$ cat config.mk
export PLATFORM = sky130hd
export DESIGN_NAME = dcache_read_port
export DESIGN_NICKNAME = d
export VERILOG_FILES = /design/src/dcache_pkg.sv /design/src/dcache_read_port.sv
export VERILOG_INCLUDE_DIRS = /design/src
export SDC_FILE = /design/constraint.sdc
export NUM_CORES = 1
export LEC_CHECK = 0
export BUFFER_PORTS_ARGS = -buffer_cell sky130_fd_sc_hd__buf_2
export CAP_MARGIN = 20
export CORE_AREA = 2 2 232 234
export DETAILED_ROUTE_END_ITERATION = 10
export DIE_AREA = 0 0 234 236
export GPL_TIMING_DRIVEN = 0
export PLACE_DENSITY_LB_ADDON = 0.3
export SLEW_MARGIN = 20
export SYNTH_ARGS = -nofsm -noshare
export SYNTH_HDL_FRONTEND = slang
export SYNTH_SLANG_ARGS = --single-unit
export TNS_END_PERCENT = 5
$ cat constraint.sdc
create_clock -name iCLOCK -period 5.6 [get_ports iCLOCK]
set_clock_uncertainty 0.15 [all_clocks]
set_input_delay 1.68 -clock iCLOCK [delete_from_list [all_inputs] [get_ports iCLOCK]]
set_output_delay 1.68 -clock iCLOCK [all_outputs]
set_load 0.02 [all_outputs]
$ cat src/dcache_params.svh
// Geometry must stay 4 ways x 16 sets x 64-byte lines with 32-bit addresses; the tag width follows it
`ifndef DCACHE_PARAMS_SVH
`define DCACHE_PARAMS_SVH

`define DCACHE_WAYS 4
`define DCACHE_SETS 16
`define DCACHE_LINE_BYTES 64	// 512-bit line
`define DCACHE_ADDR_W 32
`define DCACHE_TAG_W 22	// ADDR_W minus set and offset bits
`define DCACHE_WORD_W 32

// Cycles with rd_hold low between two aging steps
`define DCACHE_LRU_AGE_PERIOD 64

`endif

$ cat src/dcache_pkg.sv
// Types and tag helpers for the L1 data cache; set and line counts must be powers of two
`default_nettype none
`include "dcache_params.svh"

package dcache_pkg;
	localparam int WAYS = `DCACHE_WAYS;
	localparam int SETS = `DCACHE_SETS;
	localparam int OFFSET_W = $clog2(`DCACHE_LINE_BYTES);
	localparam int SET_W = $clog2(`DCACHE_SETS);
	localparam int WORD_SEL_W = $clog2(`DCACHE_LINE_BYTES * 8 / `DCACHE_WORD_W);

	typedef logic [$clog2(WAYS)-1:0] way_t;
	typedef logic [SET_W-1:0] set_t;
	typedef logic [`DCACHE_TAG_W-1:0] tag_t;
	typedef logic [`DCACHE_LINE_BYTES*8-1:0] line_t;
	typedef logic [`DCACHE_LINE_BYTES-1:0] byte_en_t;
	typedef logic [`DCACHE_WORD_W-1:0] word_t;
	typedef logic [`DCACHE_ADDR_W-1:0] addr_t;

	// Status 0 marks an empty line
	typedef enum logic [1:0] {LRU_INVALID, LRU_OLD, LRU_MID, LRU_NEW} lru_status_e;
	typedef enum logic [1:0] {ORDER_BYTE, ORDER_HALF, ORDER_WORD, ORDER_NONE} up_order_e;

	typedef struct packed {
		lru_status_e status;
		tag_t tag;
	} tag_entry_t;

	typedef struct packed {
		logic hit;
		way_t way;
	} way_match_t;

	typedef tag_entry_t [WAYS-1:0] set_entries_t;	// All ways of one set

	function automatic tag_t addr_tag(addr_t addr);
		return addr[`DCACHE_ADDR_W-1 -: `DCACHE_TAG_W];
	endfunction

	function automatic set_t addr_set(addr_t addr);
		return addr[OFFSET_W +: SET_W];
	endfunction

	// Lowest matching valid way wins
	function automatic way_match_t tag_lookup(tag_t tag, set_entries_t ways);
		way_match_t match;
		match.hit = 1'b0;
		match.way = '0;
		for (int w = WAYS - 1; w >= 0; w--) begin
			if (ways[w].status != LRU_INVALID && ways[w].tag == tag) begin
				match.hit = 1'b1;
				match.way = way_t'(w);
			end
		end
		return match;
	endfunction

	// Tag match first, then lowest status, then the last way
	function automatic way_t pick_victim(tag_t tag, set_entries_t ways);
		way_t victim;
		logic found;
		victim = way_t'(WAYS - 1);
		found = 1'b0;
		for (int w = 0; w < WAYS; w++) begin
			if (!found && ways[w].tag == tag) begin
				victim = way_t'(w);
				found = 1'b1;
			end
		end
		for (int lvl = 0; lvl < 3; lvl++) begin
			for (int w = 0; w < WAYS; w++) begin
				if (!found && ways[w].status == lru_status_e'(lvl)) begin
					victim = way_t'(w);
					found = 1'b1;
				end
			end
		end
		return victim;
	endfunction
endpackage

`default_nettype wire

$ cat src/dcache_read_port.sv
// One register stage; while rd_step is low the stored result is kept and all outputs read zero
`default_nettype none

module dcache_read_port import dcache_pkg::*; (
	input logic iCLOCK,
	input logic inRESET,
	input logic remove,
	input addr_t rd_addr,
	input logic rd_accept,
	input logic rd_step,
	input logic lookup_hit,
	input way_t lookup_way,
	input line_t rd_line,
	output set_t rd_set,
	output way_t rd_way,
	output logic rd_valid,
	output logic rd_hit,
	output word_t rd_data
);
	logic valid_q;
	logic hit_q;
	logic [WORD_SEL_W-1:0] word_q;
	word_t sel_word;

	always_ff @(posedge iCLOCK or negedge inRESET) begin
		if (!inRESET) begin
			valid_q <= 1'b0;
			hit_q <= 1'b0;
		end else if (remove) begin
			valid_q <= 1'b0;
			hit_q <= 1'b0;
		end else if (rd_step) begin
			valid_q <= rd_accept;
			hit_q <= lookup_hit;
		end
	end

	// Line address of the request, kept for the RAM read
	always_ff @(posedge iCLOCK) begin
		if (rd_step) begin
			rd_way <= lookup_way;
			rd_set <= addr_set(rd_addr);
			word_q <= rd_addr[OFFSET_W-1 -: WORD_SEL_W];
		end
	end

	assign sel_word = rd_line[word_q * $bits(word_t) +: $bits(word_t)];

	assign rd_valid = valid_q && rd_step;
	assign rd_hit = valid_q && hit_q && rd_step;
	assign rd_data = rd_hit ? sel_word : '0;	// Zero on miss or hold
endmodule

`default_nettype wire

### Word level (Yosys, flattened, before mapping)

Cells that the tools add are included.

| operators by class | value |
|---|---|
| shifts and indexed selects | 1 |
| multiplexer cells | 5 |
| reductions and logical operators | 4 |

Operators by type and width:

| cell | number |
|---|---|
| $shiftx 512x10->32 | 1 |
| $mux 32 | 1 |
| $mux 1 | 4 |
| $logic_and 1x1->1 | 3 |
| $reduce_bool 2->1 | 1 |

| word-level totals | value |
|---|---|
| bits in registers | 12 |
| input bits | 552 |
| output and inout bits | 40 |
| word-level logic and storage cells | 15 |

### Logic depth before layout (Yosys ltp)

Gate-level depths: netlist (run 1).

| logic depth | value |
|---|---|
| word-level depth | 3 |
| mapped depth | 6 |
| gate-level depth less buffers | 4 |

### Worst setup path before layout (run 1)

OpenSTA, ideal clock, no wires.

| timing path | value |
|---|---|
| path kind | input-to-output |
| from | in rd_step |
| to | out rd_data[30] |
| data arrival time | 2798 ps |
| data required time | 3770 ps |
| path slack | 972 ps |
| stages on the path | 6 |
| path buffers | 2 |
| cell sequence | and3_1 and3b_1 clkbuf_1 buf_2 a22oi_1 o21ai_1 |

| between the ends | value |
|---|---|
| cells in the longest elaborated chain, start to end | 2 |

Ends and longest elaborated chain:

| element | line | source |
|---|---|---|
| from (decl) | dcache_read_port.sv:10 | `input logic rd_step,` |
| $logic_and 1x1->1 | dcache_read_port.sv:50 | `assign rd_hit = valid_q && hit_q && rd_step;` |
| $mux 32 | dcache_read_port.sv:51 | `assign rd_data = rd_hit ? sel_word : '0;` |
| to (decl) | dcache_read_port.sv:18 | `output word_t rd_data` |

No other way between the ends.

### Worst setup path after layout (run 1)

| timing path | value |
|---|---|
| from | in rd_step |
| to | out rd_data[7] |

The elaborated chain is that of the path after synthesis.

==> results of run 1 <==
==> state kept, by name, summed over array words and instances, names as in the netlist <==
signal	flops
rd_way	2
rd_set	4
valid_q	1
word_q	4
hit_q	1
==> worst max-delay path, cell delays in order <==
cell and delay [ps]:
buf_2 310, and4b_1 330, and2_1 140, clkbuf_1 380, clkbuf_4 420, a22oi_1 110
nand2_1 140, buf_2 190
==> layout make-up <==
type / instances / area (sq um)
plain buffers: 44 / 377
clock buffers: 3 / 75.1
clock inverters: 1 / 3.75
fillers: 6001 / 44800
multi-input cells: 241 / 3740
flip-flops and latches: 12 / 350
well taps: 696 / 871
repair buffers: 567 / 2840
==> metal layers <==
metal	share of wire, %	GRT usage (%)	vias up
met2	51	22.7	388
met1	41	14.8	3000
met3	7.3	1.63	31
li1	-	-	2552
met4	1.2	2.05	6
met5	0.11	0	-
==> final timing paths <==
check | start | endpoint | slack (ps)
max reg2reg | valid_q | valid_q | 4700
min reg2reg | hit_q | hit_q | 400
min | hit_q | hit_q | 400
max in group asynchronous | inRESET | hit_q | 4110
max | rd_step | rd_data[7] | 60
min in group asynchronous | inRESET | valid_q | 1080
==> power breakdown <==
group	leakage [nW]	total (mW)	internal, mW	switching [mW]
clock network	0.0385	0.135	0.0944	0.0408
logic	3.76	0.584	0.343	0.241
registers	0.124	0.109	0.105	0.00409
total	3.92	0.828	0.542	0.286
==> metrics by stage <==
stage | area [sq um] | setup TNS, ps | worst slack (ps)
after detailed placement | 8150 | -12960 | -693
final | 8250 | 0 | 60.8
after global placement | 8150 | -16860 | -930
after global routing | 8250 | -87.7 | -33.6
after floorplan | 4440 | 0 | 972
after CTS | 8250 | -52.3 | -52.3
==> what timing repair did <==
action                     CTS  global route
setup endpoints to repair   32             7
resized for setup           14             2
hold buffers                 0             0
==> cells by family (layout without fill, tap and decap cells) <==
group / Yosys count / after routing / share of synthesized area [%]
muxes: 132 / 132 / 67.7
DFF: 12 / 12 / 7.89
and+or+nand+nor: 43 / 43 / 4.28
buffers and inverters: 45 / 615 / 7.97
AOI/OAI and AO/OA: 66 / 66 / 12.2
==> placed cells by master (no fill, tap or decap), types with 5 or more instances in the layout <==
master      n
a22oi_1    53
a22oi_2    10
buf_1       5
buf_12      9
buf_2     578
clkbuf_1    9
edfxtp_1   10
mux2i_1     5
mux4_1     28
mux4_2     98
nand2_1    32
==> results by group, run 1 <==
Routing
  – DRC viols: 0
  – Drt pass-1 iters: 4
  – Final WL: 35800 um
  – Antenna-violating nets left: 0
  – Routed wire per std cell: 22.9 um
  – Via count: 5977
  – Vias per inst: 3.82
  – Iter 0 DRT Violations: 253

Yosys
  – Syn nets: 850
  – Synth unique cells: 26
  – Area share of the largest cell type after synthesis: 49.7%
  – FF+latch count, synth: 12
  – Cell area after synthesis: 4440 sq um
  – Mean Syn Cell Area: 14.9 sq um
  – Area leader, netlist: mux4_2
  – Post-Synthesis Cells: 298
  – Top post-synthesis cells by area: mux4_2 50%, mux4_1 17%, a22oi_1 9.0%
  – Top-count cell post-synth: mux4_2
  – Prevailing post-synth register cell: edfxtp_1
  – Sequential-to-total area share from yosys stat: 7.89%
  – EDFF count, synth: 10
  – Async SR Flop Fraction: 16.7%
  – Top cells by count, synth: 98 x mux4_2, 53 x a22oi_1, 32 x nand2_1
  – Synth warnings: 0

Clock network
  – Post-CTS setup repair buffer count: 0
  – Clock buffer depth: 2
  – CTS tree: done
  – Clock-pin slew on the worst setup and hold paths: 40 ps
  – Clock Sinks: 12
  – Root buf cell: clkbuf_16
  – CTS buffer count: 3
  – Insertion delay to the later sink of the worst-skew pair: 240 ps
  – CTS H-tree depth: 1

Pwr
  – Power Dens Cells: 100 nW/um^2
  – Lkg Pwr: 3.92 nW
  – Max rail drop VDD: 0.000158 V
  – Power, Total: 0.828 mW

Global route
  – Largest net degree at the start of global routing: 16
  – Antenna violations before repair: 7
  – Gr usage total: 12.1%
  – Vias in the first global route: 6625
  – First-pass GRT wire length: 47000 um
  – Global-route congestion overflow total: 0

Floorplanning
  – Ports: 592
  – Die Ht: 236 um
  – Core area: 53100 sq um
  – Die area: 55200 sq um
  – Die width: 234 um
  – Row count: 85
  – Initial Utilization: 8.37%

Timing
  – Worst-margin pin slew: 1080 ps
  – Max-slew headroom: 28.2%
  – Count of pins over their slew limit: 0
  – RSZ-0062 raised after global routing: yes
  – Fmax: 0.181 GHz
  – Fin. Hold Viols: 0
  – Final worst path period need: 5540 ps
  – Fin crit share: 98.9%
  – Setup violations, final: 0
  – Hold WS: 396 ps

Placement
  – Post-DP HPWL: 30300 um
  – Port bufs: 567
  – Dpl cells: 1561
  – RD Place Congestion: 0.818

Hold path
  – WHS Path Cells: 2
  – Hold Path Class: flop to flop

Worst setup path
  – Worst Path Class, Setup: input port to primary output
  – Setup crit end kind: primary output
  – Critical Path Fanout Max: 15
  – Worst path arrival time: 3710 ps
  – Worst Reg-to-Reg Cells: 2
  – Worst EP required: 3770 ps
  – CP Launch Type: input port

Layout
  – Non-filler cells, final: 1564
  – Share of cells above drive strength 1: 81.9%
  – Area Overhead vs Synth: 85.9%
  – Final nets: 1421
  – Post-Route Utilization: 15.6%
  – Number of diodes: 0

Run
  – MaxCap Viol Count: 0

Outcome
  – Outcome: completed
Power figures use the tool's default switching activity.
==> run 2, diff against run 1 <==
- BUFFER_PORTS_ARGS: -buffer_cell sky130_fd_sc_hd__buf_2 -> unset
- CORE_AREA: 2 2 232 234 -> 2 2 233 235
- DIE_AREA: 0 0 234 236 -> 0 0 235 237
- DONT_BUFFER_PORTS: unset -> 1
==> run 2 against run 1 <==
Against the previous run: fmax is 2.6% higher; cell area is 34% lower; sequential power is 5% higher.
==> results by group, run 2 (synthesized netlist as in run 1, its figures left out) <==
Timing
  – Setup violations, final: 0
  – Fin crit share: 96.4%
  – Final WS setup: 199 ps
  – Fin. Hold Viols: 0
  – Setup TNS Final: 0 ps
  – Max-slew headroom: 31.4%
  – Fmax: 0.185 GHz
  – Hold WS: 421 ps
  – Worst-margin pin slew: 1030 ps
  – Final worst path period need: 5400 ps
  – RSZ-0062 raised after global routing: yes
  – Count of pins over their slew limit: 0

Placement
  – Port bufs: 0
  – Dpl cells: 996
  – RD Place Congestion: 0.919
  – Pre-CTS setup slack: -42.7 ps
  – Post-DP HPWL: 27600 um

Layout
  – Register Area: 350 sq um
  – Area Overhead vs Synth: 23.3%
  – Share of cells above drive strength 1: 46.4%
  – Most frequent cells in the layout: 98 x mux4_2, 53 x a22oi_1, 32 x nand2_1, 28 x mux4_1
  – Commonest non-fill, non-tap cell in the layout: mux4_2
  – Footprint of the multi-input gates: 3740 sq um
  – Fill count: 6041
  – Non-filler cells, final: 1021
  – Top Registers: rd_set x4, word_q x4, rd_way x2
  – Final nets: 857

Routing
  – Vias per inst: 3.83
  – Iter 0 DRT Violations: 242
  – Via count: 3914
  – Final WL: 31700 um
  – DRC viols: 0
  – Antenna-violating nets left: 0
  – Drt pass-1 iters: 4
  – Routed wire per std cell: 31.1 um

Worst setup path
  – Worst EP required: 3770 ps
  – Worst Reg-to-Reg Cells: 2
  – CP Launch Type: input port
  – Critical R2R Launch: valid_q
  – CP Cell Sequence: and4b_1 > nor2b_1 > clkbuf_1 > a22oi_1 > nand2_1
  – Worst Setup SP: rd_step
  – CP max stage delay: 680 ps
  – Crit-path slowest cell: clkbuf_1
  – Worst path arrival time: 3570 ps
  – Setup crit end kind: primary output
  – Critical Path Fanout Max: 15
  – Worst Path Class, Setup: input port to primary output

Global route
  – Global-route congestion overflow total: 0
  – Met3 Use GR: 3.51%
  – M1 GR Usage: 12.6%
  – Antenna violations before repair: 32
  – Busiest layer in global routing: met2
  – Gr usage total: 10.6%
  – Vias in the first global route: 4276
  – Largest net degree at the start of global routing: 16
  – Global-route met2 utilization: 17.5%
  – First-pass GRT wire length: 39800 um

Clock network
  – CTS buffer count: 3
  – Root buf cell: clkbuf_16
  – CTS H-tree depth: 1
  – CTS tree: done
  – Clock Sinks: 12
  – Insertion delay to the later sink of the worst-skew pair: 240 ps
  – Clock-pin slew on the worst setup and hold paths: 50 ps
  – Hold buffers post-CTS: 0
  – Clock buffer depth: 2

Floorplanning
  – Core area: 53300 sq um
  – Ports: 592
  – Die area: 55700 sq um
  – Initial Utilization: 8.33%
  – Die Ht: 237 um
  – Die width: 235 um
  – Row count: 85

Hold path
  – Hold Path Class: flop to flop
  – Hold path start: hit_q
  – WHS Path Cells: 2

Pwr
  – Max rail drop VDD: 0.0000725 V
  – Power Dens Cells: 117 nW/um^2
  – Power, Total: 0.641 mW
  – Lkg Pwr: 1.64 nW

Run
  – MaxCap Viol Count: 0

Outcome
  – Outcome: completed
-- run 2: changes by cell type in the layout (fill, tap and decap cells not counted) --
| cell | before | now |
|---|---|---|
| and3_1 | 1 | 2 |
| and3_2 | 1 | 0 |
| buf_2 | 578 | 13 |
| buf_4 | 1 | 0 |
| buf_8 | 1 | 2 |
| clkbuf_1 | 9 | 13 |
| clkbuf_4 | 3 | 0 |
| diode_2 | 0 | 21 |
| nor2b_1 | 0 | 1 |
| nor2b_2 | 1 | 0 |
-- run 2: repair_timing --
item | in CTS | in global routing
pin swaps | 0 | 0
buffers inserted | 0 | 0
resized for setup | 1 | 3
endpoints found under the setup margin | 1 | 3
-- run 2: per-stage QoR --
stage	util [%]	instance area, sq um
global placement	9.97	5310
detailed placement	10.0	5340
floorplan	-	4440
finish	10.3	5480
CTS	10.2	5420
global route	10.3	5470
-- run 2: path summary, 6_finish.rpt --
kind                                    to  slack [ps]
min in group asynchronous            hit_q         980
worst min register to register       hit_q         420
worst min-delay path                 hit_q         420
max in group asynchronous          valid_q        4260
worst max register to register     valid_q        4740
worst max-delay path            rd_data[0]         200
-- run 2: cell type report --
| class | count | share of cell area [%] |
|---|---|---|
| Multi-Input combinational cell | 241 | 68.2 |
| Tap cell | 696 | 15.9 |
| Clock inverter | 1 | 0.0686 |
| Timing Repair Buffer | 2 | 0.480 |
| Antenna cell | 21 | 0.960 |
| Buffer | 45 | 6.58 |
| Sequential cell | 12 | 6.40 |
| Clock buffer | 3 | 1.37 |
-- run 2: where the power goes --
| group | internal [mW] | switching [mW] | total, mW | leakage [nW] |
|---|---|---|---|---|
| Sequential | 0.105 | 0.00854 | 0.114 | 0.124 |
| Clock | 0.0946 | 0.0435 | 0.138 | 0.0387 |
| Combinational | 0.215 | 0.175 | 0.389 | 1.48 |
-- run 2: worst max-delay path: cells and delay by family --
family	cells	cell delay, ps
AOI/OAI and AO/OA	1	370
and+or+nand+nor	3	840
buffers and inverters	1	680
-- run 2: routing by layer --
metal  part of all wire [%]  vias to the layer above
met5                   0.45                        -
met4                    4.3                       22
met3                    9.4                       78
met2                     47                      415
met1                     39                     1948
li1                       -                     1451
